### src/hdl/rv_pkg.sv
// RV32I subset pipeline shared widths, encodings and stage records
package rv_pkg;

  localparam int xlen        = 32;
  localparam int reg_addr_w  = 5;
  localparam int dmem_words  = 256;
  localparam int dmem_addr_w = $clog2(dmem_words); // Word index bits

  // Major opcodes, bits [6:0] of the instruction
  typedef enum logic [6:0] {
    opc_op     = 7'b0110011,
    opc_op_imm = 7'b0010011,
    opc_lui    = 7'b0110111,
    opc_load   = 7'b0000011,
    opc_store  = 7'b0100011,
    opc_branch = 7'b1100011,
    opc_jal    = 7'b1101111,
    opc_system = 7'b1110011
  } opcode_t;

  typedef enum logic [2:0] {
    alu_add    = 3'd0,  // Also address calc for lw and sw
    alu_sub    = 3'd1,
    alu_and    = 3'd2,
    alu_or     = 3'd3,
    alu_xor    = 3'd4,
    alu_slt    = 3'd5,
    alu_pass_b = 3'd6   // lui
  } alu_op_t;

  typedef enum logic [1:0] {
    fwd_none     = 2'd0,
    fwd_from_mem = 2'd1,
    fwd_from_wb  = 2'd2
  } fwd_sel_t;

  typedef struct packed {
    logic            valid;
    logic [xlen-1:0] pc;
    logic [xlen-1:0] instr;
  } if_id_t;

  typedef struct packed {
    logic                  valid;
    logic [xlen-1:0]       pc;
    logic [reg_addr_w-1:0] rs1;
    logic [reg_addr_w-1:0] rs2;
    logic [xlen-1:0]       rs1_val;
    logic [xlen-1:0]       rs2_val;
    logic [xlen-1:0]       imm;
    logic [reg_addr_w-1:0] rd;
    alu_op_t               alu_op;
    logic                  alu_src;   // 1 selects imm as ALU operand b
    logic                  mem_read;
    logic                  mem_write;
    logic                  reg_write;
    logic                  branch;
    logic                  branch_ne; // bne when set, beq otherwise
    logic                  is_jal;
    logic                  is_ecall;
  } id_ex_t;

  typedef struct packed {
    logic                  valid;
    logic [xlen-1:0]       result;     // ALU result, address or link
    logic [xlen-1:0]       store_data;
    logic [reg_addr_w-1:0] rd;
    logic                  mem_read;
    logic                  mem_write;
    logic                  reg_write;
    logic                  is_ecall;   // Sets the sticky halt in memory
  } ex_mem_t;

  // Write-back record, doubles as the retire record
  typedef struct packed {
    logic                  valid;
    logic [xlen-1:0]       data;
    logic [reg_addr_w-1:0] rd;
    logic                  reg_write;
  } mem_wb_t;

endpackage

### src/hdl/rv_hazard.sv
// Hazard unit, load-use stall and execute operand forwarding selects
`timescale 1ns/1ps

module rv_hazard (
  input  logic [rv_pkg::reg_addr_w-1:0] rs1_addr,
  input  logic [rv_pkg::reg_addr_w-1:0] rs2_addr,
  input  rv_pkg::id_ex_t                id_ex,
  input  logic [rv_pkg::reg_addr_w-1:0] ex_mem_rd,
  input  logic                          ex_mem_write,
  input  logic [rv_pkg::reg_addr_w-1:0] wb_rd,
  input  logic                          wb_write,
  output logic                          stall,
  output rv_pkg::fwd_sel_t              fwd_a,
  output rv_pkg::fwd_sel_t              fwd_b
);
  import rv_pkg::*;

  // Memory stage checked first so the newest producer wins
  function automatic fwd_sel_t pick_src(input logic [reg_addr_w-1:0] src);
    if (src == '0) return fwd_none;  // x0 never forwards
    if (ex_mem_write && ex_mem_rd == src) return fwd_from_mem;
    if (wb_write && wb_rd == src) return fwd_from_wb;
    return fwd_none;
  endfunction

  always_comb begin
    fwd_a = pick_src(id_ex.rs1);
    fwd_b = pick_src(id_ex.rs2);
  end

  // Load data only exists after memory, so a direct consumer waits a cycle
  assign stall = id_ex.valid & id_ex.mem_read & (id_ex.rd != '0) &
                 ((id_ex.rd == rs1_addr) | (id_ex.rd == rs2_addr));

endmodule

### config.mk
export PLATFORM = sky130hd
export DESIGN_NAME = rv_hazard
export DESIGN_NICKNAME = d
export VERILOG_FILES = /design/src/hdl/rv_pkg.sv /design/src/hdl/rv_hazard.sv
export SDC_FILE = /design/constraint.sdc
export NUM_CORES = 1
export LEC_CHECK = 0
export ABC_CLOCK_PERIOD_IN_PS = 1700
export BUFFER_PORTS_ARGS = -buffer_cell sky130_fd_sc_hd__buf_2
export CAP_MARGIN = 20
export CORE_AREA = 2 2 71 73
export DETAILED_ROUTE_END_ITERATION = 6
export DIE_AREA = 0 0 73 75
export PLACE_DENSITY = 0.55
export REMOVE_ABC_BUFFERS = 1
export SETUP_SLACK_MARGIN = 0.1
export SLEW_MARGIN = 20
export SYNTH_ARGS = -nofsm -noshare
export SYNTH_HDL_FRONTEND = slang
export SYNTH_SLANG_ARGS = --single-unit
### constraint.sdc
create_clock -name vclk -period 1.7
set_input_delay 0.17 -clock vclk [all_inputs]
set_output_delay 0.17 -clock vclk [all_outputs]
set_load 0.1 [all_outputs]
==> out/metrics.yaml <==
final_max_slew_viol_count: 0
dieArea_um2: 5480
worst_ep_required_time_ns: 1.53
grt_use_met3_pct: 0.669
grt_max_degree: 4
rsz0062_at_grt: "false"
portBuffers: 44
synth_cell_types: 12
pin_count: 182
hold_start: "ex_mem_write"
max_clock_freq_mhz: 663
cap_violations: 0
clkbuf_count: 0
finalHoldViolCount: 0
syn_area_um2: 398
synth_area_per_cell_um2: 7.51
path_cells: "buf_2, xor2_1, nor4_1, nand3_1, nor4b_1, buf_12"
start_util_pct: 8.54
status: "completed"
crit_path_start_kind: "primary input"
postRouteAntennaNets: 0
dpl_cell_area_um2: 753
final.setup.worst_slack_ns: 0.191
ctsResizeCount: 0
die-width_um: 73
fillCellCount: 533
vias: 521
setup.worst_path.end_class: "output pin"
critPathLaunch: "id_ex[118]"
power.density_nw_per_um2: 220
grt.total_usage_pct: 4.07
setup-violations-final: 0
slew_headroom_pct: 64.4
avgViaCountPerCell: 3.43
post-route-drc-count: 0
seq_area_um2: 0
row_count: 25
total_power_w: 0.000166
slowest_delay_ns: 0.46
critical-path-slowest-cell: "nor4b_1"
worst_slew_pin_slew_ns: 0.527
grt_util_met1_pct: 5.04
power_leakage_nw: 0.319
grt_pass1_vias: 449
gr-max-usage-layer: "met2"
worstPathArrival_ns: 1.34
seq_cells: 0
dpl.hpwl_um: 1250
wirelength_um: 1290
die_y_um: 75
yosysSeqAreaShare_pct: 0
syn_inst: 53
worstPathMaxFanout: 3
syn_to_final_growth_pct: 89.3
insertedDiodeCount: 0
wl_per_cell_um: 8.49
stdcell_count: 152
core-area_um2: 4660
nets: 277
ir_drop_uv: 70.0
first_pass_iters: 2
use_met2_pct: 7.81
cts_hold_buf: 0
finalCriticalPeriod_ns: 1.51
antenna_found_initial: 0
pre_cts_ws_ns: 0.190
cts_setup_buffers: 0
critPathKind: "primary input to output pin"
grt_pass1_wl_um: 1850
fin_area_um2: 753
drive_above_1_share_pct: 46.9
dp_cells: 152
yosysWarnings: 0
grt_overflow_total: 0
place_congestion: 0.753
fin_crit_sh_pct: 88.8
hold_class: "primary input to output pin"
drtIter0Drc: 1
## where the power goes
part	switching, W	total [W]	internal [W]
sequential	0	0	0
clock	0	0	0
combinational	0.0000812	0.000166	0.0000845
## metrics by stage
step | utilization (%) | hold slack [ns] | TNS [ns]
6_report | 16.2 | 0.757 | 0
5_1_grt | 16.2 | 0.781 | 0
4_1_cts | 16.2 | 0.766 | 0
3_5_place_dp | 16.2 | 0.764 | 0
3_3_place_gp | 16.2 | 0.768 | 0
2_1_floorplan | - | 0.727 | -5.40
## final timing paths
kind | depth (start not counted) | to | slack (ns)
setup / recovery | 6 | fwd_a[1] | 0.19
hold / removal | 4 | fwd_b[0] | 0.76
## logic make-up (layout without fill, tap and decap cells)
family,after synthesis,after routing,share of synthesized area [%]
buffers and inverters,0,45,0
AO/OA/AOI/OAI,2,2,4.40
XOR/XNOR,30,30,66.0
AND/OR/NAND/NOR,21,21,29.6
## Yosys cell counts
cell / number / area, µm²
o211ai_2: 1 / 12.5
nand4_1: 2 / 12.5
a21oi_1: 1 / 5.00
nand2_1: 2 / 7.51
or4_1: 3 / 22.5
nand3_1: 4 / 20.0
nor2_1: 4 / 15.0
nor4_1: 2 / 12.5
nor3_1: 2 / 10.0
xor2_1: 14 / 123
xnor2_1: 16 / 140
nor4b_1: 2 / 17.5
## layout by cell type, fill, tap and decap left out
cell type	n
xnor2_1	16
nor4b_1	2
buf_12	4
a21oi_1	1
buf_4	1
o211ai_2	1
nand2_1	2
nand3_1	4
nor3_1	2
buf_2	40
nor4_1	2
xor2_1	14
nor2_1	4
nand4_1	2
or4_1	3
## worst max-delay path: cells and delay by family
kind | cells | cell delay, ns
buf+inv | 2 | 0.37
simple gates | 3 | 0.64
xor+xnor | 1 | 0.17
## layout make-up
class	count	area (µm²)	area share, %
Multi-Input combinational cell	53	398	52.8
Tap cell	54	67.6	8.97
Timing Repair Buffer	45	288	38.2
## metal layers
metal  up-vias  part of all wire [%]
li1        277                     -
met1       216                    38
met5         -                     0
met2        28                    52
met4         0                     0
met3         0                    11
Note: power is estimated with default switching activity, not from simulation.
