[src/hdl/rv_pkg.sv]
// RV32I subset pipeline shared widths, encodings and stage records
package rv_pkg;

  localparam int xlen        = 32;
  localparam int reg_addr_w  = 5;
  localparam int dmem_words  = 256;
  localparam int dmem_addr_w = $clog2(dmem_words); // Word index bits

  // Major opcodes, bits [6:0] of the instruction
  typedef enum logic [6:0] {
    opc_op     = 7'b0110011,
    opc_op_imm = 7'b0010011,
    opc_lui    = 7'b0110111,
    opc_load   = 7'b0000011,
    opc_store  = 7'b0100011,
    opc_branch = 7'b1100011,
    opc_jal    = 7'b1101111,
    opc_system = 7'b1110011
  } opcode_t;

  typedef enum logic [2:0] {
    alu_add    = 3'd0,  // Also address calc for lw and sw
    alu_sub    = 3'd1,
    alu_and    = 3'd2,
    alu_or     = 3'd3,
    alu_xor    = 3'd4,
    alu_slt    = 3'd5,
    alu_pass_b = 3'd6   // lui
  } alu_op_t;

  typedef enum logic [1:0] {
    fwd_none     = 2'd0,
    fwd_from_mem = 2'd1,
    fwd_from_wb  = 2'd2
  } fwd_sel_t;

  typedef struct packed {
    logic            valid;
    logic [xlen-1:0] pc;
    logic [xlen-1:0] instr;
  } if_id_t;

  typedef struct packed {
    logic                  valid;
    logic [xlen-1:0]       pc;
    logic [reg_addr_w-1:0] rs1;
    logic [reg_addr_w-1:0] rs2;
    logic [xlen-1:0]       rs1_val;
    logic [xlen-1:0]       rs2_val;
    logic [xlen-1:0]       imm;
    logic [reg_addr_w-1:0] rd;
    alu_op_t               alu_op;
    logic                  alu_src;   // 1 selects imm as ALU operand b
    logic                  mem_read;
    logic                  mem_write;
    logic                  reg_write;
    logic                  branch;
    logic                  branch_ne; // bne when set, beq otherwise
    logic                  is_jal;
    logic                  is_ecall;
  } id_ex_t;

  typedef struct packed {
    logic                  valid;
    logic [xlen-1:0]       result;     // ALU result, address or link
    logic [xlen-1:0]       store_data;
    logic [reg_addr_w-1:0] rd;
    logic                  mem_read;
    logic                  mem_write;
    logic                  reg_write;
    logic                  is_ecall;   // Sets the sticky halt in memory
  } ex_mem_t;

  // Write-back record, doubles as the retire record
  typedef struct packed {
    logic                  valid;
    logic [xlen-1:0]       data;
    logic [reg_addr_w-1:0] rd;
    logic                  reg_write;
  } mem_wb_t;

endpackage

[src/hdl/rv_fetch.sv]
// Fetch stage, PC update with redirect and freeze, fetch/decode register
`timescale 1ns/1ps

module rv_fetch (
  input  logic                    clk,
  input  logic                    reset,
  input  logic                    stall,
  input  logic                    redirect,
  input  logic [rv_pkg::xlen-1:0] redirect_target,
  input  logic                    halt_freeze,
  output logic [rv_pkg::xlen-1:0] imem_addr,
  input  logic [rv_pkg::xlen-1:0] imem_data,
  output rv_pkg::if_id_t          if_id
);
  import rv_pkg::*;

  logic [xlen-1:0] pc;

  assign imem_addr = pc;  // Combinational fetch port

  always_ff @(posedge clk) begin
    if (reset) begin
      pc          <= '0;
      if_id.valid <= 1'b0;
    end else begin
      // Freeze wins over the ecall redirect in the same cycle
      if (halt_freeze) pc <= pc;
      else if (redirect) pc <= redirect_target;
      else if (!stall) pc <= pc + xlen'(4);

      if (redirect || halt_freeze) begin
        if_id.valid <= 1'b0;  // Wrong path or post-ecall slot
      end else if (!stall) begin
        if_id.valid <= 1'b1;
        if_id.pc    <= pc;
        if_id.instr <= imem_data;
      end
    end
  end

endmodule

[config.mk]
export PLATFORM = sky130hd
export DESIGN_NAME = rv_fetch
export DESIGN_NICKNAME = d
export VERILOG_FILES = /design/src/hdl/rv_pkg.sv /design/src/hdl/rv_fetch.sv
export SDC_FILE = /design/constraint.sdc
export NUM_CORES = 1
export LEC_CHECK = 0
export ABC_AREA = 1
export ABC_CLOCK_PERIOD_IN_PS = 6200
export BUFFER_PORTS_ARGS = -buffer_cell sky130_fd_sc_hd__buf_4
export CORE_ASPECT_RATIO = 0.7
export CORE_MARGIN = 3
export CORE_UTILIZATION = 35
export CTS_BUF_LIST = sky130_fd_sc_hd__clkbuf_8
export DETAILED_ROUTE_END_ITERATION = 6
export PLACE_DENSITY = 0.57
export SYNTH_ARGS = -nofsm -noshare
export SYNTH_HDL_FRONTEND = slang
export SYNTH_SLANG_ARGS = --single-unit
[constraint.sdc]
create_clock -name clk -period 6.2 [get_ports clk]
set_input_delay 1.24 -clock clk [delete_from_list [all_inputs] [get_ports clk]]
set_output_delay 1.24 -clock clk [all_outputs]
set_load 0.01 [all_outputs]
==> impl_results.md <==
* Status: finished, final reports clean
* CP max stage delay at around 0.77 ns
* Total CTS buffers at 9
* Setup violators final at 0
* Global-route wire length before repair at 18.26 mm
* Final worst-path cycle share at a little under three fifths
* Worst skew pair latency at between 0.3 and 0.4 ns
* Post-CTS Setup Bufs at 0
* Final Skew at around 0.0083 ns
* Total number of yosys warnings at 0
* Most common cell after layout, fill and taps aside: buf_4
* Max clock buf depth at 2
* R2R cell count at 10
* Initial antenna violation count at 0
* Dominant cell type by area after synthesis: edfxtp_1
* Critical path class: primary input to flop
* Static Leak at around 2.3 nW
* Number of global-route vias before repair at roughly 3,500
* Placed Instances at approximately 760
* Post-synth cell types at 25
* Setup crit start kind: primary input
* Num ports at approximately 170
* CP Max Fanout at approximately 40
* Slowest CP cell: nor2_4
* Synthesis-stage register bit count at 97
* GR Overflow Total at 0
* Placer Congestion at 0.8247
* Data required, critical path at about 6.2 ns
* Initial DRC Count at around 190
* Final HPWL DP at 8.535 mm
* Most frequent cells in the layout: buf_4, nand2_1, nor2_1
* Htree depth at 3
* Chip Height at around 100 um
* N_diodes at 0
* Wire per inst at roughly 15 um
* Cts repair resizes at 0
* Nets at 690
* Die area at ~0.013 mm2
* Synth top area cells: edfxtp_1, dfxtp_1, nand2_1
* P per Cell Area at ~220 mW/mm2
* Detailed Route WL at ~11 mm
* Final hold slack at around 0.48 ns
* Number of remaining DRC errors at 0
* Slew margin rel. at ~37%
* Cell count after synthesis at between 400 and 500
* Layout cell share with drive strength beyond 1 at between 30% and 40%
* Minimum period implied by the final worst setup slack at 3.501 ns
* Hold_buf cts at 0
* WP data arrival at approximately 3.5 ns
* Die X at 136.3 um
* Final Max Tran Viols at 0
* Mapped Nets at 528
* CTS root buf: clkbuf_8
* Crit path capture type: flop
* CTS tree: built
* Cell Count, Final, Fillers Out at approximately 800
* Hold Path Class: flop to flop
* CP most frequent cell: buf_4
* Largest net degree at the start of global routing at between 40 and 50
* Maxcap violations at 0
* CTS Sinks at 97
* Seq/Total Area, Yosys at 62.09%
* Clock-pin slew on the worst setup and hold paths at approximately 0.1 ns
* Cell row count at 32
* Initial Util at 36.84%
* GR Util All Layers at ~17%
* TNS Setup at 0 ns
* Worst hold path cell count at 0
* Syn Area/Cell at between 9 and 10 um2
* Syn-to-layout area delta at 37.27%
* Final Hold Fails at 0
* Core area at roughly 0.011 mm2
* I/O Buffers at between 150 and 200
* Unrepaired setup endpoints after global routing: no
* Post-synthesis cell area at 0.004159 mm2
* Maximum clock rate at around 290 MHz
* Final ANT Viol Nets at 0
* First-pass DRT Iterations at 5
* DR vias at around 3,700
* Worst path cell trace: buf_4 > inv_2 > nand3_1 > nor2_4 > buf_4
* Worst slew pin tran at 0.9399 ns
* Synth top area share at ~46%
* Via density at 4.730
* Peak VDD IR at roughly 0.14 mV
-- power by group --
group	total, mW	switching, mW	internal (mW)
registers	0.737	0.0247	0.713
clock network	0.382	0.231	0.151
logic	0.145	0.0720	0.0735
total	1.26	0.328	0.937
-- cell usage after synthesis --
cell type,instances
nor2_2,1
nand2_4,1
edfxtp_1,64
o21ai_0,9
buf_6,1
nor2_1,78
o211ai_1,2
dfxtp_1,33
ha_1,1
a21oi_2,1
inv_1,31
nand2_1,129
o221ai_1,3
buf_4,2
a21oi_1,37
clkbuf_1,9
buf_2,3
nand3_1,33
nand3b_1,6
a31oi_1,1
a211oi_1,5
and2_1,1
nor3_1,3
nor2_4,1
inv_2,3
-- worst paths after layout --
check | startpoint | to | slack, ns
worst max-delay path | redirect | if_id[46] | 2.70
worst min-delay path | imem_addr[1] | if_id[33] | 0.48
worst max register to register | imem_addr[2] | imem_addr[26] | 4.13
worst min register to register | imem_addr[1] | if_id[33] | 0.48
-- cells by family after synthesis --
kind of cell               Yosys count  share of synthesized area, %
AOI/OAI and AO/OA                   58                         7.792
adders and majority gates            1                        0.3008
buffers and inverters               49                         4.873
DFF                                 97                         62.09
and+or+nand+nor                    253                         24.94
-- worst max-delay path, delay by kind of cell --
| family | cells | cell delay, ns |
|---|---|---|
| AND/OR/NAND/NOR | 2 | 1.04 |
| buffers and inverters | 3 | 1.22 |
-- sequential cells by signal (all words and copies together) (netlist names) --
register	count
if_id	65
imem_addr	32
-- metrics by stage --
stage / utilization [%] / total power [mW] / setup WS (ns) / area (um2)
5_1_grt: 50.57 / 1.334 / 2.394 / 5709
4_1_cts: 50.57 / 1.280 / 2.656 / 5709
2_1_floorplan: - / 0.8134 / 1.127 / 4159
3_5_place_dp: 48.97 / 0.8989 / 2.253 / 5529
3_3_place_gp: 48.97 / 0.8966 / 2.306 / 5529
6_report: 50.57 / 1.265 / 2.699 / 5709
-- layer usage --
metal  wire length [um]  part of all wire, %  GRT usage [%]
met4                100                 0.88          4.570
met5                  0                    0              0
met2               4738                   42          25.18
met3               1110                  9.7          6.004
met1               5455                   48          25.11
-- cell type report --
class | instances | area [um2]
clock buffers | 9 | 123.9
clock inverters | 7 | 56.30
fillers | 1096 | 5582
inverters | 34 | 127.6
multi-input cells | 312 | 1381
flip-flops and latches | 97 | 2582
well taps | 153 | 191.4
repair buffers | 166 | 1246
Note: power is estimated with default switching activity, not from simulation.
