<file path="src/hdl/rv_pkg.sv">
// RV32I subset pipeline shared widths, encodings and stage records
package rv_pkg;

  localparam int xlen        = 32;
  localparam int reg_addr_w  = 5;
  localparam int dmem_words  = 256;
  localparam int dmem_addr_w = $clog2(dmem_words); // Word index bits

  // Major opcodes, bits [6:0] of the instruction
  typedef enum logic [6:0] {
    opc_op     = 7'b0110011,
    opc_op_imm = 7'b0010011,
    opc_lui    = 7'b0110111,
    opc_load   = 7'b0000011,
    opc_store  = 7'b0100011,
    opc_branch = 7'b1100011,
    opc_jal    = 7'b1101111,
    opc_system = 7'b1110011
  } opcode_t;

  typedef enum logic [2:0] {
    alu_add    = 3'd0,  // Also address calc for lw and sw
    alu_sub    = 3'd1,
    alu_and    = 3'd2,
    alu_or     = 3'd3,
    alu_xor    = 3'd4,
    alu_slt    = 3'd5,
    alu_pass_b = 3'd6   // lui
  } alu_op_t;

  typedef enum logic [1:0] {
    fwd_none     = 2'd0,
    fwd_from_mem = 2'd1,
    fwd_from_wb  = 2'd2
  } fwd_sel_t;

  typedef struct packed {
    logic            valid;
    logic [xlen-1:0] pc;
    logic [xlen-1:0] instr;
  } if_id_t;

  typedef struct packed {
    logic                  valid;
    logic [xlen-1:0]       pc;
    logic [reg_addr_w-1:0] rs1;
    logic [reg_addr_w-1:0] rs2;
    logic [xlen-1:0]       rs1_val;
    logic [xlen-1:0]       rs2_val;
    logic [xlen-1:0]       imm;
    logic [reg_addr_w-1:0] rd;
    alu_op_t               alu_op;
    logic                  alu_src;   // 1 selects imm as ALU operand b
    logic                  mem_read;
    logic                  mem_write;
    logic                  reg_write;
    logic                  branch;
    logic                  branch_ne; // bne when set, beq otherwise
    logic                  is_jal;
    logic                  is_ecall;
  } id_ex_t;

  typedef struct packed {
    logic                  valid;
    logic [xlen-1:0]       result;     // ALU result, address or link
    logic [xlen-1:0]       store_data;
    logic [reg_addr_w-1:0] rd;
    logic                  mem_read;
    logic                  mem_write;
    logic                  reg_write;
    logic                  is_ecall;   // Sets the sticky halt in memory
  } ex_mem_t;

  // Write-back record, doubles as the retire record
  typedef struct packed {
    logic                  valid;
    logic [xlen-1:0]       data;
    logic [reg_addr_w-1:0] rd;
    logic                  reg_write;
  } mem_wb_t;

endpackage

</file>
<file path="src/hdl/rv_execute.sv">
// Execute stage, operand forwarding, ALU, branch and jump resolution, ecall freeze
`timescale 1ns/1ps

module rv_execute (
  input  logic                    clk,
  input  logic                    reset,
  input  rv_pkg::id_ex_t          id_ex,
  input  rv_pkg::fwd_sel_t        fwd_a,
  input  rv_pkg::fwd_sel_t        fwd_b,
  input  logic [rv_pkg::xlen-1:0] mem_result,
  input  logic [rv_pkg::xlen-1:0] wb_result,
  output logic                    redirect,
  output logic [rv_pkg::xlen-1:0] redirect_target,
  output logic                    halt_freeze,
  output rv_pkg::ex_mem_t         ex_mem
);
  import rv_pkg::*;

  logic [xlen-1:0] op_a;
  logic [xlen-1:0] op_b_reg;  // rs2 after forwarding, also store data
  logic [xlen-1:0] op_b;
  logic [xlen-1:0] alu_out;
  logic            taken;
  logic            frozen;    // Sticky after the first ecall

  always_comb begin
    case (fwd_a)
      fwd_from_mem: op_a = mem_result;
      fwd_from_wb:  op_a = wb_result;
      default:      op_a = id_ex.rs1_val;
    endcase
    case (fwd_b)
      fwd_from_mem: op_b_reg = mem_result;
      fwd_from_wb:  op_b_reg = wb_result;
      default:      op_b_reg = id_ex.rs2_val;
    endcase
  end

  assign op_b = id_ex.alu_src ? id_ex.imm : op_b_reg;

  always_comb begin
    case (id_ex.alu_op)
      alu_sub:    alu_out = op_a - op_b;
      alu_and:    alu_out = op_a & op_b;
      alu_or:     alu_out = op_a | op_b;
      alu_xor:    alu_out = op_a ^ op_b;
      alu_slt:    alu_out = {{(xlen-1){1'b0}}, $signed(op_a) < $signed(op_b)};
      alu_pass_b: alu_out = op_b;
      default:    alu_out = op_a + op_b;
    endcase
  end

  // Branch compare on forwarded register values, not the ALU operand
  assign taken = id_ex.branch & (id_ex.branch_ne ^ (op_a == op_b_reg));
  assign redirect = id_ex.valid & (taken | id_ex.is_jal | id_ex.is_ecall);
  assign redirect_target = id_ex.pc + id_ex.imm;  // Ignored by fetch on ecall
  assign halt_freeze = frozen | (id_ex.valid & id_ex.is_ecall);

  always_ff @(posedge clk) begin
    if (reset) begin
      ex_mem <= '0;
      frozen <= 1'b0;
    end else begin
      if (id_ex.valid && id_ex.is_ecall) frozen <= 1'b1;
      ex_mem.valid      <= id_ex.valid;
      ex_mem.result     <= id_ex.is_jal ? id_ex.pc + xlen'(4) : alu_out;  // Link
      ex_mem.store_data <= op_b_reg;
      ex_mem.rd         <= id_ex.rd;
      ex_mem.mem_read   <= id_ex.mem_read;
      ex_mem.mem_write  <= id_ex.mem_write;
      ex_mem.reg_write  <= id_ex.reg_write;
      ex_mem.is_ecall   <= id_ex.is_ecall;
    end
  end

endmodule

</file>
<file path="config.mk">
export PLATFORM = sky130hd
export DESIGN_NAME = rv_execute
export DESIGN_NICKNAME = d
export VERILOG_FILES = /design/src/hdl/rv_pkg.sv /design/src/hdl/rv_execute.sv
export SDC_FILE = /design/constraint.sdc
export NUM_CORES = 1
export LEC_CHECK = 0
export ABC_AREA = 1
export BUFFER_PORTS_ARGS = -buffer_cell sky130_fd_sc_hd__buf_2
export CAP_MARGIN = 5
export CORE_MARGIN = 8
export CORE_UTILIZATION = 44
export CTS_CLUSTER_SIZE = 12
export DETAILED_ROUTE_END_ITERATION = 10
export GPL_TIMING_DRIVEN = 1
export PLACE_DENSITY_LB_ADDON = 0.15
export SYNTH_ARGS = -nofsm -noshare
export SYNTH_HDL_FRONTEND = slang
export SYNTH_SLANG_ARGS = --single-unit
export TNS_END_PERCENT = 50
</file>
<file path="constraint.sdc">
create_clock -name clk -period 2.9 [get_ports clk]
set_input_delay 0.145 -clock clk [delete_from_list [all_inputs] [get_ports clk]]
set_output_delay 0.145 -clock clk [all_outputs]
set_load 0.02 [all_outputs]
</file>
==> results_dict.tcl <==
set metrics [dict create \
    antenna_found_initial 2 \
    initial_core_util 0.444 \
    synth.cell_area_um2 13500 \
    grt_setup_unrepaired "yes" \
    synth_cell_types 57 \
    path_class "in2reg" \
    drv_slew 0 \
    cts_made_buffers 9 \
    worst_pin_slew_ns 0.979 \
    fill_cells 2862 \
    io_pins 333 \
    maxCapViolCount 0 \
    fin_nets 3444 \
    clock_path_buffers 2 \
    grt_pass1_vias 19071 \
    totalWireLength_mm 76.2 \
    fp.dieH_um 191 \
    synth_edf_count 0 \
    hp-class "in2reg" \
    setup_violations 0 \
    gp_congestion 1.09 \
    die_x_um 191 \
    fp.coreArea_um2 30400 \
    ir_drop_uv 419 \
    crit_required_ns 3.18 \
    cts_root_buffer "clkbuf_16" \
    hp-start "id_ex[154]" \
    grt_max_degree 49 \
    worstPathArrival_ns 3.16 \
    p_total_mw 9.35 \
    insertion_delay_ns 0.38 \
    yosys_warnings 0 \
    path_max_fanout 10 \
    start_kind "input port" \
    die-area_um2 36600 \
    cp-end-kind "register" \
    hold_depth 3 \
    synth_fp_nets 2750 \
    synthCells 2390 \
    dr.pass1.iters 6 \
    num_vias 19775 \
    r2r_cells 2 \
    grt_pass1_wl_mm 110 \
    synth-seq-cells 75 \
    p_per_area_nw_per_um2 465 \
    grtUsageTotal 0.397 \
    drc_errors 0 \
    path_clk_slew_ns 0.07 \
    period_needed_ns 2.88 \
    max_freq_mhz 348 \
    io_buffers 322 \
    yosysSeqAreaShare 0.111 \
    cts_tree "done" \
    p_leak_nw 10.6 \
    grt_overflow 0 \
    relSlewSlack 0.341 \
    synthFlopType "dfxtp_1" \
    std_cell_rows 64 \
    worstHoldEndpoint "ex_mem[73]" \
    cts_num_sinks 75 \
    final_cell_mix "651 x nand2_1, 411 x buf_4, 322 x buf_2, 270 x inv_1, 200 x nor2_1" \
    finalCritPeriodShare 0.992 \
    postRouteAntennaNets 0 \
    worstReg2RegEnd "frozen" \
    drt_iter0_drc 2182 \
    num_antenna_cells 0 \
    layout_commonest_cell "nand2_1" \
    syn_area_per_cell_um2 5.65 \
    wire_per_inst_um 21.9 \
    htreeDepth 3 \
    r2r_setup_slack_ns 2.33 \
    drive_gt1_frac 0.364 \
    status "finished clean" \
    hpwl_mm 62.7 \
    async_flop_share 0 \
    area_growth_pct 48.7 \
    finClkSkew_ns 0 \
    r2r_start "frozen" \
    finalHoldViolations 0 \
    vias_per_cell 5.67 \
    fin_util 0.660 \
]
==> synthesized netlist by cell type, types with 21 or more instances <==
| cell type | instances | share of area |
|---|---|---|
| xor2_1 | 35 | 0.023 |
| nor3_1 | 32 | 0.012 |
| nand4_1 | 38 | 0.018 |
| a21oi_1 | 135 | 0.050 |
| o21ai_0 | 112 | 0.041 |
| nor2_1 | 236 | 0.066 |
| xnor2_1 | 24 | 0.016 |
| or2_1 | 26 | 0.012 |
| ha_1 | 132 | 0.12 |
| buf_2 | 29 | 0.011 |
| inv_1 | 289 | 0.080 |
| clkbuf_1 | 23 | 0.0064 |
| dfxtp_1 | 75 | 0.11 |
| inv_2 | 21 | 0.0058 |
| nand2_2 | 38 | 0.018 |
| nand2_1 | 711 | 0.20 |
| or2_2 | 28 | 0.013 |
| nand3_1 | 185 | 0.069 |
==> metrics by stage <==
step	hold slack [ns]	setup WS, ns	cell area (um^2)	instances	TNS, ns
global route	0.0142	-0.0850	20100	3485	-0.741
finish	0.00829	0.0242	20100	3485	0
detailed placement	0.353	-0.697	18300	3440	-12.97
CTS	0.00141	-0.0210	18800	3465	-0.0473
global placement	0.343	-0.682	18300	3440	-11.40
floorplan	0.252	0.0753	13500	2390	0
==> per-layer routing <==
layer | track usage | share of wire | vias to the layer above
met5 | 0 | 0.00034 | -
met4 | 0.247 | 0.074 | 4
met3 | 0.0927 | 0.11 | 301
met2 | 0.615 | 0.43 | 1266
met1 | 0.491 | 0.38 | 9084
li1 | - | - | 9120
==> cell families after synthesis <==
family | count (synthesis) | synth area share
fa+ha+maj | 135 | 0.127
buf+inv | 389 | 0.119
compound gates | 383 | 0.165
xor+xnor | 60 | 0.0395
flops | 75 | 0.111
simple gates | 1348 | 0.438
==> registers in the layout, indices dropped and copies added, names as in the netlist <==
name / cells
ex_mem: 74
frozen: 1
==> area by class of cell <==
type / count / area, um^2 / share of cell area
flip-flops and latches: 75 / 1500 / 0.0747
repair buffers: 756 / 5030 / 0.250
clock inverters: 6 / 72.6 / 0.00361
multi-input cells: 1926 / 11500 / 0.573
well taps: 396 / 495 / 0.0247
inverters: 315 / 1220 / 0.0608
repair inverters: 1 / 11.3 / 0.000561
clock buffers: 10 / 239 / 0.0119
==> how the worst max path moves through the flow <==
stage | from | end | slack [ns] | depth (start not counted)
floorplan | fwd_b[0] | ex_mem[64] | 0.08 | 22
global placement | fwd_b[0] | ex_mem[71] | -0.68 | 22
detailed placement | fwd_b[0] | ex_mem[71] | -0.70 | 22
CTS | fwd_b[0] | ex_mem[68] | -0.02 | 25
global route | fwd_b[0] | ex_mem[65] | -0.08 | 22
finish | fwd_b[0] | ex_mem[58] | 0.02 | 23
==> critical path, stage by stage <==
cell and delay [ns]:
buf_2 0.09, inv_1 0.05, ha_4 0.29, inv_8 0.06, buf_6 0.13, or2_2 0.28, nand2_2 0.12, nand2_1 0.07
o21ai_1 0.13, inv_1 0.11, ha_4 0.30, nand2_1 0.05, nand3_1 0.13, nand3_1 0.11, nand2_2 0.14, a21oi_1 0.13
o21bai_1 0.21, a21oi_1 0.09, o21ai_1 0.09, nand2_1 0.10, nor2_4 0.16, buf_4 0.14, nor2_1 0.03
==> where the power goes <==
group / leakage, nW / switching, mW / internal [mW]
combinational: 9.87 / 4.09 / 2.80
clock: 0.155 / 0.591 / 0.702
sequential: 0.625 / 0.0400 / 1.13
==> what timing repair did <==
| action | CTS | global route |
|---|---|---|
| gates resized for setup | 49 | 281 |
| setup buffers | 0 | 18 |
| pin swaps | 5 | 51 |
| setup endpoints to repair | 17 | 30 |
| hold buffers | 9 | 0 |
| gates cloned | 0 | 3 |
| endpoints found under the hold margin | 9 | 0 |
No activity file was read; power rests on OpenSTA's default activity.
