`src/hdl/rv_pkg.sv`:
```
// RV32I subset pipeline shared widths, encodings and stage records
package rv_pkg;

  localparam int xlen        = 32;
  localparam int reg_addr_w  = 5;
  localparam int dmem_words  = 256;
  localparam int dmem_addr_w = $clog2(dmem_words); // Word index bits

  // Major opcodes, bits [6:0] of the instruction
  typedef enum logic [6:0] {
    opc_op     = 7'b0110011,
    opc_op_imm = 7'b0010011,
    opc_lui    = 7'b0110111,
    opc_load   = 7'b0000011,
    opc_store  = 7'b0100011,
    opc_branch = 7'b1100011,
    opc_jal    = 7'b1101111,
    opc_system = 7'b1110011
  } opcode_t;

  typedef enum logic [2:0] {
    alu_add    = 3'd0,  // Also address calc for lw and sw
    alu_sub    = 3'd1,
    alu_and    = 3'd2,
    alu_or     = 3'd3,
    alu_xor    = 3'd4,
    alu_slt    = 3'd5,
    alu_pass_b = 3'd6   // lui
  } alu_op_t;

  typedef enum logic [1:0] {
    fwd_none     = 2'd0,
    fwd_from_mem = 2'd1,
    fwd_from_wb  = 2'd2
  } fwd_sel_t;

  typedef struct packed {
    logic            valid;
    logic [xlen-1:0] pc;
    logic [xlen-1:0] instr;
  } if_id_t;

  typedef struct packed {
    logic                  valid;
    logic [xlen-1:0]       pc;
    logic [reg_addr_w-1:0] rs1;
    logic [reg_addr_w-1:0] rs2;
    logic [xlen-1:0]       rs1_val;
    logic [xlen-1:0]       rs2_val;
    logic [xlen-1:0]       imm;
    logic [reg_addr_w-1:0] rd;
    alu_op_t               alu_op;
    logic                  alu_src;   // 1 selects imm as ALU operand b
    logic                  mem_read;
    logic                  mem_write;
    logic                  reg_write;
    logic                  branch;
    logic                  branch_ne; // bne when set, beq otherwise
    logic                  is_jal;
    logic                  is_ecall;
  } id_ex_t;

  typedef struct packed {
    logic                  valid;
    logic [xlen-1:0]       result;     // ALU result, address or link
    logic [xlen-1:0]       store_data;
    logic [reg_addr_w-1:0] rd;
    logic                  mem_read;
    logic                  mem_write;
    logic                  reg_write;
    logic                  is_ecall;   // Sets the sticky halt in memory
  } ex_mem_t;

  // Write-back record, doubles as the retire record
  typedef struct packed {
    logic                  valid;
    logic [xlen-1:0]       data;
    logic [reg_addr_w-1:0] rd;
    logic                  reg_write;
  } mem_wb_t;

endpackage

```
`src/hdl/rv_decode.sv`:
```
// Decode stage, control and immediate decode into the decode/execute register
`timescale 1ns/1ps

module rv_decode (
  input  logic                          clk,
  input  logic                          reset,
  input  rv_pkg::if_id_t                if_id,
  input  logic                          stall,
  input  logic                          redirect,
  output logic [rv_pkg::reg_addr_w-1:0] rs1_addr,
  output logic [rv_pkg::reg_addr_w-1:0] rs2_addr,
  input  logic [rv_pkg::xlen-1:0]       rs1_data,
  input  logic [rv_pkg::xlen-1:0]       rs2_data,
  output rv_pkg::id_ex_t                id_ex
);
  import rv_pkg::*;

  logic [xlen-1:0] instr;
  opcode_t         opc;
  logic [2:0]      funct3;
  alu_op_t         f3_op;  // Shared R/I-type funct3 mapping
  logic            f3_ok;
  logic            known;
  id_ex_t          nxt;

  assign instr    = if_id.instr;
  assign opc      = opcode_t'(instr[6:0]);
  assign funct3   = instr[14:12];
  assign rs1_addr = instr[19:15];
  assign rs2_addr = instr[24:20];

  always_comb begin
    f3_ok = 1'b1;
    case (funct3)
      3'b000:  f3_op = alu_add;
      3'b111:  f3_op = alu_and;
      3'b110:  f3_op = alu_or;
      3'b100:  f3_op = alu_xor;
      3'b010:  f3_op = alu_slt;
      default: begin
        f3_op = alu_add;
        f3_ok = 1'b0;  // Shifts and sltu not supported
      end
    endcase
  end

  always_comb begin
    nxt         = '0;
    known       = 1'b1;
    nxt.pc      = if_id.pc;
    nxt.rs1     = rs1_addr;
    nxt.rs2     = rs2_addr;
    nxt.rs1_val = rs1_data;
    nxt.rs2_val = rs2_data;
    nxt.rd      = instr[11:7];
    case (opc)
      opc_op: begin
        nxt.reg_write = 1'b1;
        nxt.alu_op    = (funct3 == 3'b000 && instr[30]) ? alu_sub : f3_op;
        known         = f3_ok;
      end
      opc_op_imm: begin
        nxt.reg_write = 1'b1;
        nxt.alu_src   = 1'b1;
        nxt.alu_op    = f3_op;
        nxt.imm       = {{20{instr[31]}}, instr[31:20]};
        known         = f3_ok;
      end
      opc_lui: begin
        nxt.reg_write = 1'b1;
        nxt.alu_src   = 1'b1;
        nxt.alu_op    = alu_pass_b;
        nxt.imm       = {instr[31:12], 12'b0};
      end
      opc_load: begin
        nxt.reg_write = 1'b1;
        nxt.mem_read  = 1'b1;
        nxt.alu_src   = 1'b1;
        nxt.imm       = {{20{instr[31]}}, instr[31:20]};
        known         = (funct3 == 3'b010);  // lw only
      end
      opc_store: begin
        nxt.mem_write = 1'b1;
        nxt.alu_src   = 1'b1;
        nxt.imm       = {{20{instr[31]}}, instr[31:25], instr[11:7]};
        known         = (funct3 == 3'b010);  // sw only
      end
      opc_branch: begin
        nxt.branch    = 1'b1;
        nxt.branch_ne = funct3[0];
        nxt.imm       = {{19{instr[31]}}, instr[31], instr[7], instr[30:25],
                         instr[11:8], 1'b0};
        known         = (funct3[2:1] == 2'b00);  // beq, bne
      end
      opc_jal: begin
        nxt.reg_write = 1'b1;
        nxt.is_jal    = 1'b1;
        nxt.imm       = {{11{instr[31]}}, instr[31], instr[19:12], instr[20],
                         instr[30:21], 1'b0};
      end
      opc_system: nxt.is_ecall = 1'b1;
      default:    known = 1'b0;
    endcase
    nxt.valid = if_id.valid & known & ~stall & ~redirect;
    if (!nxt.valid) begin  // Bubble carries no side effects
      nxt.reg_write = 1'b0;
      nxt.mem_read  = 1'b0;
      nxt.mem_write = 1'b0;
      nxt.branch    = 1'b0;
      nxt.is_jal    = 1'b0;
      nxt.is_ecall  = 1'b0;
    end
  end

  always_ff @(posedge clk) begin
    if (reset) id_ex <= '0;
    else id_ex <= nxt;
  end

endmodule

```
`config.mk`:
```
export PLATFORM = sky130hd
export DESIGN_NAME = rv_decode
export DESIGN_NICKNAME = d
export VERILOG_FILES = /design/src/hdl/rv_pkg.sv /design/src/hdl/rv_decode.sv
export SDC_FILE = /design/constraint.sdc
export NUM_CORES = 1
export LEC_CHECK = 0
export ABC_AREA = 1
export BUFFER_PORTS_ARGS = -buffer_cell sky130_fd_sc_hd__buf_2
export CELL_PAD_IN_SITES_DETAIL_PLACEMENT = 0
export CELL_PAD_IN_SITES_GLOBAL_PLACEMENT = 1
export CORE_MARGIN = 1.5
export CORE_UTILIZATION = 32
export DETAILED_ROUTE_END_ITERATION = 8
export PLACE_DENSITY_LB_ADDON = 0.2
export SYNTH_ARGS = -nofsm -noshare
export SYNTH_HDL_FRONTEND = slang
export SYNTH_SLANG_ARGS = --single-unit
```
`constraint.sdc`:
```
create_clock -name clk -period 2.6 [get_ports clk]
set_clock_uncertainty 0.05 [all_clocks]
set_input_delay 0.13 -clock clk [delete_from_list [all_inputs] [get_ports clk]]
set_output_delay 0.13 -clock clk [all_outputs]
set_load 0.02 [all_outputs]
```
==> impl_results.md <==
- Outcome: finished, final reports clean
- Pre-antenna DRT Iters: 4
- Syn_nets: 698
- Cells after synthesis: 565
- Leakage: 4.632 nW
- CP max stage delay: 520 ps
- Post-synth EDFFs: 0
- RSZ-0062 raised after global routing: no
- Routed wire length: 14.97 mm
- M3 GR Usage: 6.326%
- TritonCTS clock tree: done
- Sequential share of the synthesized area: 63.22%
- Net switching power: 0.001327 W
- Top Ports: 298
- Max-slew violation count: 0
- Final core area utilization: 54.98%
- Buf+Inv Stages, Crit Path: 4
- Hold Crit Depth: 4
- Top cell type's share of synthesized area: 63.22%
- Hold WC Path Type: primary input to register
- Max VDD drop: 0.0004168 V
- Asr flop ratio synth: 0%
- CP Depth: 8
- Vias: 4841
- Vias per std cell: 4.124
- Vias in the first global route: 4855
- Largest cells by area after synthesis: dfxtp_1 63%, nor2_1 12%, inv_1 10%
- Fmax: 0.6632 GHz
- Layout Area Growth over Synthesis: 69.03%
- Worst EP arrival: 1800 ps
- Final period utilization: 57.99%
- Largest reg by FF count: id_ex
- Wirelength per Cell: 12.75 microns
- Switching part of the total: 23.28%
- ANT cells: 0
- Sequential Power Share: 43.8%
- Mapped Avg Cell Area: 8.688 sq um
- Grt ovf: 0
- Synthesis Warnings: 0
- Power per standard cell area: 687.0 mW/mm^2
- Filler cells: 1378
- Routability Congestion: 0.7829
- Dominant synthesized flop cell: dfxtp_1
- Synth top cells by count: 155 x dfxtp_1, 154 x nor2_1, 131 x inv_1
- DRC Markers: 0
- First-pass GRT wire length: 22.96 mm
- TritonCTS Buffers: 17
- Comb pwr share: 11.6%
- M1 GR Usage: 18.94%
- #FFs+latches synth: 155
- Final Setup Violations: 0
- Port-buffer cells: 297
- Slew HR: 61.68%
- Starting density of the core: 32.53%
- Core area: 0.01509 sq mm
- Hold Fails Final Rpt: 0
- Gr busiest metal: met2
- Share of cells above drive strength 1: 35.70%
- Max reg flops: 155
- Clock power frac: 44.7%
- Family with the most delay on the worst path: buffers and inverters
- Die span in y: 126.9 microns
- Antenna viol nets, final: 0
- CP endpoint kind: register
- Largest net degree at the start of global routing: 54
- Crit start category: primary input
- Rows: 45
- Post-Route Setup TNS: 0 ps
- Cell Chain, Critical Path: buf_2, inv_2, nand3_1, inv_1, nand3_1, inv_1, o21ai_0, a21oi_1
- Met2 usage: 33.25%
- Clock Sinks: 155
- Top-count cell post-synth: dfxtp_1
- Post-synthesis instance area: 0.004908 sq mm
- Overall Global Routing Usage: 18.43%
- Postcts setup bufs: 0
- Max-cap violations: 0
- Die X: 126.9 microns
- Slew @ Worst Pin: 574.8 ps
- Max Root-Sink Buffers: 2
- Regs by FF count: id_ex (155)
- DP Wirelength: 10.29 mm
- Root buffer cell: clkbuf_16
- H-tree Lvls: 4
- Internal: 0.004373 W
- Area leader, netlist: dfxtp_1
- Die area: 0.01609 sq mm
- Minimum clock period: 1508 ps
- Final #Nets: 1107
- Clock Pin Slew Worst Setup and Hold Paths: 60 ps
- Antenna violations before repair: 0
- Worst-path maximum fanout: 14
- Crit Path Category: primary input to register
- Worst endpoint required time: 2890 ps
- Synth unique cells: 25
- DRT iter0 DRCs: 186
- Crit-path slowest cell: inv_1
layout by cell type, fill, tap and decap left out:
cell and instances:
a21boi_1 2, a21oi_1 13, a21oi_2 10, a22oi_1 4, a31oi_4 1, buf_2 296
buf_4 3, bufinv_16 4, clkbuf_1 2, clkbuf_16 17, clkinv_2 4, clkinv_4 1
clkinvlp_4 2, dfxtp_1 155, dlygate4sd3_1 121, inv_1 131, inv_2 1, inv_6 1
nand2_1 30, nand2_2 5, nand2_4 3, nand3_1 15, nand4_4 1, nor2_1 154
nor2_2 1, nor2_4 2, nor3_1 2, nor4b_1 1, o21ai_0 2, o22ai_1 1
o31ai_1 1
timing repair:
item	in CTS	in global routing
resized for setup	0	0
endpoints found under the setup margin	0	0
endpoints found under the hold margin	140	0
hold buffers	121	0
power groups by stage:
stage               registers (W)  logic [W]  clock network, W
CTS                       0.00250   0.000660           0.00261
global route              0.00250   0.000716           0.00270
finish                    0.00249   0.000660           0.00255
global placement          0.00254   0.000511                 0
detailed placement        0.00255   0.000515                 0
floorplan                 0.00267   0.000153                 0
stage by stage:
stage | power [W] | setup slack (ps) | hold slack, ps | area, sq um | std cells
after floorplan | 0.002827 | 1468 | 187.0 | 4908 | 565
after global placement | 0.003056 | 778.4 | 279.2 | 6480 | 1022
after detailed placement | 0.003062 | 671.3 | 286.6 | 6480 | 1022
after CTS | 0.005768 | 1122 | 3.501 | 8297 | 1174
after global routing | 0.005916 | 922.5 | 22.50 | 8297 | 1174
final | 0.005700 | 1092 | 22.91 | 8297 | 1174
layer usage:
layer | wire length (microns) | share of wire, %
met1 | 5827 | 39
met4 | 429 | 2.9
met5 | 0 | 0
met2 | 7573 | 51
met3 | 1139 | 7.6
tightest hold or removal path, cell delays in order:
cell     delay [ps]
buf_2            80
nor4b_1          60
nand2_2         130
nor2_1           50
cell type report:
class | count | area, sq um | area share (%)
clock buffers | 19 | 432.9 | 5.218
inverters | 132 | 495.5 | 5.972
clock inverters | 12 | 172.7 | 2.081
repair buffers | 420 | 2715 | 32.73
well taps | 188 | 235.2 | 2.835
flip-flops and latches | 155 | 3103 | 37.40
multi-input cells | 248 | 1142 | 13.77
path summary, 6_finish.rpt:
check / from / to / slack (ps)
hold / removal: redirect / id_ex[1] / 20
setup / recovery: if_id[6] / id_ex[9] / 1090
logic make-up (layout without fill, tap and decap cells):
| group | count (synthesis) | after routing | synth area share, % |
|---|---|---|---|
| simple gates | 214 | 214 | 18.33 |
| buf+inv | 162 | 583 | 13.51 |
| compound gates | 34 | 34 | 4.945 |
| flops | 155 | 155 | 63.22 |
Power figures use the tool's default switching activity.
