**src/hdl/rv_pkg.sv**
```systemverilog
// RV32I subset pipeline shared widths, encodings and stage records
package rv_pkg;

  localparam int xlen        = 32;
  localparam int reg_addr_w  = 5;
  localparam int dmem_words  = 256;
  localparam int dmem_addr_w = $clog2(dmem_words); // Word index bits

  // Major opcodes, bits [6:0] of the instruction
  typedef enum logic [6:0] {
    opc_op     = 7'b0110011,
    opc_op_imm = 7'b0010011,
    opc_lui    = 7'b0110111,
    opc_load   = 7'b0000011,
    opc_store  = 7'b0100011,
    opc_branch = 7'b1100011,
    opc_jal    = 7'b1101111,
    opc_system = 7'b1110011
  } opcode_t;

  typedef enum logic [2:0] {
    alu_add    = 3'd0,  // Also address calc for lw and sw
    alu_sub    = 3'd1,
    alu_and    = 3'd2,
    alu_or     = 3'd3,
    alu_xor    = 3'd4,
    alu_slt    = 3'd5,
    alu_pass_b = 3'd6   // lui
  } alu_op_t;

  typedef enum logic [1:0] {
    fwd_none     = 2'd0,
    fwd_from_mem = 2'd1,
    fwd_from_wb  = 2'd2
  } fwd_sel_t;

  typedef struct packed {
    logic            valid;
    logic [xlen-1:0] pc;
    logic [xlen-1:0] instr;
  } if_id_t;

  typedef struct packed {
    logic                  valid;
    logic [xlen-1:0]       pc;
    logic [reg_addr_w-1:0] rs1;
    logic [reg_addr_w-1:0] rs2;
    logic [xlen-1:0]       rs1_val;
    logic [xlen-1:0]       rs2_val;
    logic [xlen-1:0]       imm;
    logic [reg_addr_w-1:0] rd;
    alu_op_t               alu_op;
    logic                  alu_src;   // 1 selects imm as ALU operand b
    logic                  mem_read;
    logic                  mem_write;
    logic                  reg_write;
    logic                  branch;
    logic                  branch_ne; // bne when set, beq otherwise
    logic                  is_jal;
    logic                  is_ecall;
  } id_ex_t;

  typedef struct packed {
    logic                  valid;
    logic [xlen-1:0]       result;     // ALU result, address or link
    logic [xlen-1:0]       store_data;
    logic [reg_addr_w-1:0] rd;
    logic                  mem_read;
    logic                  mem_write;
    logic                  reg_write;
    logic                  is_ecall;   // Sets the sticky halt in memory
  } ex_mem_t;

  // Write-back record, doubles as the retire record
  typedef struct packed {
    logic                  valid;
    logic [xlen-1:0]       data;
    logic [reg_addr_w-1:0] rd;
    logic                  reg_write;
  } mem_wb_t;

endpackage

```
**src/hdl/rv_regfile.sv**
```systemverilog
// Register file, 32 x xlen, x0 hardwired to zero, write-through reads
`timescale 1ns/1ps

module rv_regfile (
  input  logic                          clk,
  input  logic                          reset,
  input  logic [rv_pkg::reg_addr_w-1:0] rs1_addr,
  input  logic [rv_pkg::reg_addr_w-1:0] rs2_addr,
  output logic [rv_pkg::xlen-1:0]       rs1_data,
  output logic [rv_pkg::xlen-1:0]       rs2_data,
  input  rv_pkg::mem_wb_t               wb
);
  import rv_pkg::*;

  logic [xlen-1:0] regs [32];
  logic            wr_en;

  assign wr_en = wb.valid & wb.reg_write & (wb.rd != '0);

  always_ff @(posedge clk) begin
    if (reset) begin
      for (int i = 0; i < 32; i++) regs[i] <= '0;
    end else if (wr_en) begin
      regs[wb.rd] <= wb.data;
    end
  end

  // Bypass covers the write-back to decode distance
  assign rs1_data = (rs1_addr == '0) ? '0 :
                    (wr_en && wb.rd == rs1_addr) ? wb.data : regs[rs1_addr];
  assign rs2_data = (rs2_addr == '0) ? '0 :
                    (wr_en && wb.rd == rs2_addr) ? wb.data : regs[rs2_addr];

endmodule

```
**config.mk**
```make
export PLATFORM = sky130hd
export DESIGN_NAME = rv_regfile
export DESIGN_NICKNAME = d
export VERILOG_FILES = /design/src/hdl/rv_pkg.sv /design/src/hdl/rv_regfile.sv
export SDC_FILE = /design/constraint.sdc
export NUM_CORES = 2
export LEC_CHECK = 0
export BUFFER_PORTS_ARGS = -buffer_cell sky130_fd_sc_hd__buf_2
export CAP_MARGIN = 5
export CORE_MARGIN = 1.5
export CORE_UTILIZATION = 24
export CTS_CLUSTER_DIAMETER = 150
export CTS_CLUSTER_SIZE = 14
export DETAILED_ROUTE_END_ITERATION = 6
export PLACE_DENSITY_LB_ADDON = 0.15
export SYNTH_ARGS = -nofsm -noshare
export SYNTH_HDL_FRONTEND = slang
export SYNTH_SLANG_ARGS = --single-unit
```
**constraint.sdc**
```tcl
create_clock -name clk -period 2.8 [get_ports clk]
set_clock_uncertainty 0.2 [all_clocks]
set_input_delay 0.14 -clock clk [delete_from_list [all_inputs] [get_ports clk]]
set_output_delay 0.14 -clock clk [all_outputs]
set_load 0.01 [all_outputs]
```
==> results.json <==
{
  "run_status": "finished, violations left",
  "failed_checks": "negative setup slack",
  "power.density_mw_per_mm2": 520,
  "globalRoute.totalOverflow": 0,
  "max-slew-margin-rel": 0.251,
  "setup-violations-final": 50,
  "post_route_cells_drive_above_1_share": 0.321,
  "yosys_warnings": 0,
  "detail_route.first_pass.iterations": 6,
  "synthesized_instance_count": 4008,
  "clk_pin_slew_worst_paths_ps": 80,
  "start_kind": "flop",
  "initialDrtViolationCount": 3765,
  "fp.coreArea_sq_mm": 0.231,
  "worstPathMaxFanout": 2,
  "ffs_w_async_s_r_synth": 0,
  "io_buffer_count": 114,
  "clock_sink_count": 1024,
  "drt_drc_violations_left": 0,
  "timing.critical_path.slowest_stage_cell": "sky130_fd_sc_hd__mux4_2",
  "grt_setup_unrepaired": "yes",
  "max_cap_violations": 0,
  "ios": 115,
  "cts_buffer_depth": 3,
  "synth_ff_type": "sky130_fd_sc_hd__edfxtp_1",
  "critPathRequiredTime_ps": 2460,
  "most_prevalent_standard_cell_on_the_critical_path": "sky130_fd_sc_hd__buf_4",
  "leakage_uw": 0.0247,
  "combPwrFrac": 0.183,
  "power.switching_uw": 10100,
  "row_count": 176,
  "power.internal_uw": 26000,
  "peakVddDrop_mv": 0.381,
  "worst_path_cell_trace": "mux4_2 -> mux2i_1 -> buf_4 -> a2111oi_4 -> a221oi_4 -> buf_4 -> a21oi_4 -> buf_6",
  "critical_path.max_stage_delay_ps": 490,
  "die_h_um": 485,
  "cts_root_buffer": "sky130_fd_sc_hd__clkbuf_16",
  "floorplan.initialDensity": 0.242,
  "tritoncts": "yes",
  "timing.hold.worst_path_depth": 5,
  "timing.setup.tns_ps": -5550,
  "synth.lib_cells_used.distinct": 65,
  "first_pass_grt_wire_length_um": 343000,
  "grt_start_max_net_pins": 50,
  "final_net_count": 4485,
  "synth_top_area_cell": "sky130_fd_sc_hd__edfxtp_1",
  "achievable-frequency_mhz": 318,
  "critical_path.endpoint_type": "output pin",
  "power.sequential.fraction": 0.500,
  "timing.final.ws_setup_ps": -346,
  "synth_top_cells_by_area": "sky130_fd_sc_hd__edfxtp_1 55%, sky130_fd_sc_hd__mux4_2 12%, sky130_fd_sc_hd__and2_1 11%",
  "dieWidth_um": 485,
  "largest_registers": "regs: 1024 flops",
  "area.growth.synth_to_final_pct": 24.6,
  "dieArea_sq_mm": 0.236,
  "drt_wl_total_um": 253000,
  "largest_register": "regs",
  "largest_register_ff_count": 1024,
  "avgViaCountPerCell": 5.08,
  "grtUsageTotal": 0.211,
  "postSynthAreaPerCell_sq_um": 13.9,
  "first_global_vias": 37900,
  "route.detailed.wl_per_inst_um": 33.8,
  "area_share_of_the_largest_cell_type_after_synthesis": 0.551,
  "hpwlAfterDp_um": 179000,
  "synth-edff-count": 1024,
  "antenna_found_initial": 12,
  "clockPowerShare": 0.317,
  "worstMarginPinSlew_ps": 1120,
  "critical_path_start_end_classification": "flop to output pin",
  "tritoncts.num_buffers": 83,
  "post-route-util": 0.302,
  "ant_nets": 0,
  "hold_path.class": "primary input to flop",
  "swShare": 0.280,
  "cts.htree.levels": 3,
  "layout_min_cycle_time_ps": 3150,
  "synth_seq_area_share": 0.551,
  "finalCritPeriodShare": 1.12,
  "gpl.final_weighted_congestion": 0.889,
  "detailroute.via_count": 38000,
  "final_hold_violation_count": 0,
  "critical_path_arrival_ps": 2810,
  "yosys_register_bits": 1024,
  "final-max-slew-violation-count": 0,
  "synth_area_sq_mm": 0.0558
}
[what timing repair did]
action | in CTS | in global routing
hold endpoints to repair | 843 | 0
hold buffers | 32 | 0
setup buffers | 10 | 9
pin swaps | 115 | 92
gates resized for setup | 310 | 99
endpoints found under the setup margin | 63 | 61
gates cloned | 1 | 0
[power groups by stage]
stage / clock [uW] / sequential (uW) / combinational (uW)
final: 11500 / 18100 / 6610
after global routing: 12100 / 18200 / 6820
after CTS: 11800 / 18100 / 6430
after detailed placement: 0 / 18400 / 5930
after global placement: 0 / 18400 / 5950
after floorplan: 0 / 18200 / 2890
[critical path: cells and delay by family, from the launching register on]
family,cells,cell delay [ps]
AOI/OAI and AO/OA,3,520
buffers and inverters,3,490
muxes,2,670
DFF,1,400
[area by class of cell]
type / count / area, sq um
fillers: 22900 / 161000
flip-flops and latches: 1024 / 30700
multi-input cells: 2586 / 25400
repair buffers: 734 / 7390
well taps: 3026 / 3790
clock buffers: 89 / 2230
diodes: 10 / 25.0
inverters: 5 / 18.8
clock inverters: 1 / 16.3
[synthesized netlist by cell type, types with 4 or more instances]
master	number
sky130_fd_sc_hd__edfxtp_1	1024
sky130_fd_sc_hd__and2_1	964
sky130_fd_sc_hd__mux2i_1	434
sky130_fd_sc_hd__mux4_2	304
sky130_fd_sc_hd__clkbuf_1	285
sky130_fd_sc_hd__o22ai_1	123
sky130_fd_sc_hd__nor2_1	83
sky130_fd_sc_hd__buf_2	73
sky130_fd_sc_hd__nor3_1	68
sky130_fd_sc_hd__a21oi_1	52
sky130_fd_sc_hd__a221oi_1	47
sky130_fd_sc_hd__o21ai_0	40
sky130_fd_sc_hd__nor2b_1	38
sky130_fd_sc_hd__o221ai_1	38
sky130_fd_sc_hd__a2111oi_0	35
sky130_fd_sc_hd__or2_2	34
sky130_fd_sc_hd__a22oi_1	32
sky130_fd_sc_hd__a32o_1	32
sky130_fd_sc_hd__o21bai_1	31
sky130_fd_sc_hd__buf_6	30
sky130_fd_sc_hd__mux2_2	26
sky130_fd_sc_hd__buf_4	22
sky130_fd_sc_hd__nand2_1	15
sky130_fd_sc_hd__o22a_1	14
sky130_fd_sc_hd__a221o_1	12
sky130_fd_sc_hd__a31oi_1	12
sky130_fd_sc_hd__buf_1	12
sky130_fd_sc_hd__nand3b_1	10
sky130_fd_sc_hd__nand4_1	10
sky130_fd_sc_hd__nand3_1	9
sky130_fd_sc_hd__o211ai_1	9
sky130_fd_sc_hd__nor3b_1	7
sky130_fd_sc_hd__a22o_1	6
sky130_fd_sc_hd__nand2b_1	6
sky130_fd_sc_hd__xnor2_1	6
sky130_fd_sc_hd__o21a_1	5
sky130_fd_sc_hd__o221a_2	4
sky130_fd_sc_hd__o32ai_1	4
sky130_fd_sc_hd__or3b_2	4
sky130_fd_sc_hd__xor2_1	4
[final timing paths]
check / from / endpoint
max: regs[31][17] / rs1_data[17]
min: wb[5] / regs[23][16]
[per-stage QoR]
| stage | area (sq um) | hold slack [ps] | setup WS (ps) | power, uW | instances |
|---|---|---|---|---|---|
| finish | 69600 | 72.8 | -346 | 36200 | 7475 |
| CTS | 68900 | 12.2 | -479 | 36300 | 7460 |
| floorplan | 55900 | 138 | 560 | 21100 | 4039 |
| global route | 69500 | 68.4 | -490 | 37200 | 7468 |
| detailed placement | 64800 | 425 | -711 | 24400 | 7348 |
| global placement | 64800 | 427 | -746 | 24400 | 7348 |
[metal layers]
| layer | track usage | share of wire |
|---|---|---|
| met1 | 0.287 | 0.44 |
| met2 | 0.349 | 0.48 |
| met3 | 0.0227 | 0.047 |
| met4 | 0.0684 | 0.035 |
| met5 | 0 | 0 |
[cells by family after synthesis]
logic type / synth area share
mux: 0.206
xor+xnor: 0.00157
other cells: 0.0000672
flops: 0.551
compound gates: 0.0689
simple gates: 0.136
buf+inv: 0.0365
[cell usage in the layout (no fill, tap or decap), types with 11 or more instances in the layout]
cell type	count
sky130_fd_sc_hd__o21ai_0	32
sky130_fd_sc_hd__edfxtp_1	1024
sky130_fd_sc_hd__a22oi_1	32
sky130_fd_sc_hd__or2_2	33
sky130_fd_sc_hd__o22a_1	13
sky130_fd_sc_hd__buf_12	139
sky130_fd_sc_hd__a21oi_1	33
sky130_fd_sc_hd__buf_2	68
sky130_fd_sc_hd__a221oi_2	23
sky130_fd_sc_hd__buf_4	447
sky130_fd_sc_hd__o22ai_1	119
sky130_fd_sc_hd__mux2i_1	419
sky130_fd_sc_hd__a32o_2	27
sky130_fd_sc_hd__conb_1	32
sky130_fd_sc_hd__a221o_1	12
sky130_fd_sc_hd__a2111oi_4	36
sky130_fd_sc_hd__nand2_1	15
sky130_fd_sc_hd__nor2b_4	29
sky130_fd_sc_hd__dlygate4sd3_1	32
sky130_fd_sc_hd__o21bai_1	30
sky130_fd_sc_hd__clkbuf_16	89
sky130_fd_sc_hd__and2_1	962
sky130_fd_sc_hd__mux2_2	25
sky130_fd_sc_hd__nor3_1	59
sky130_fd_sc_hd__o221ai_1	32
sky130_fd_sc_hd__nor2_1	48
sky130_fd_sc_hd__buf_6	42
sky130_fd_sc_hd__a221oi_1	20
sky130_fd_sc_hd__mux4_2	304
sky130_fd_sc_hd__nor2_4	32
sky130_fd_sc_hd__mux2i_2	11
Note: power is estimated with default switching activity, not from simulation.
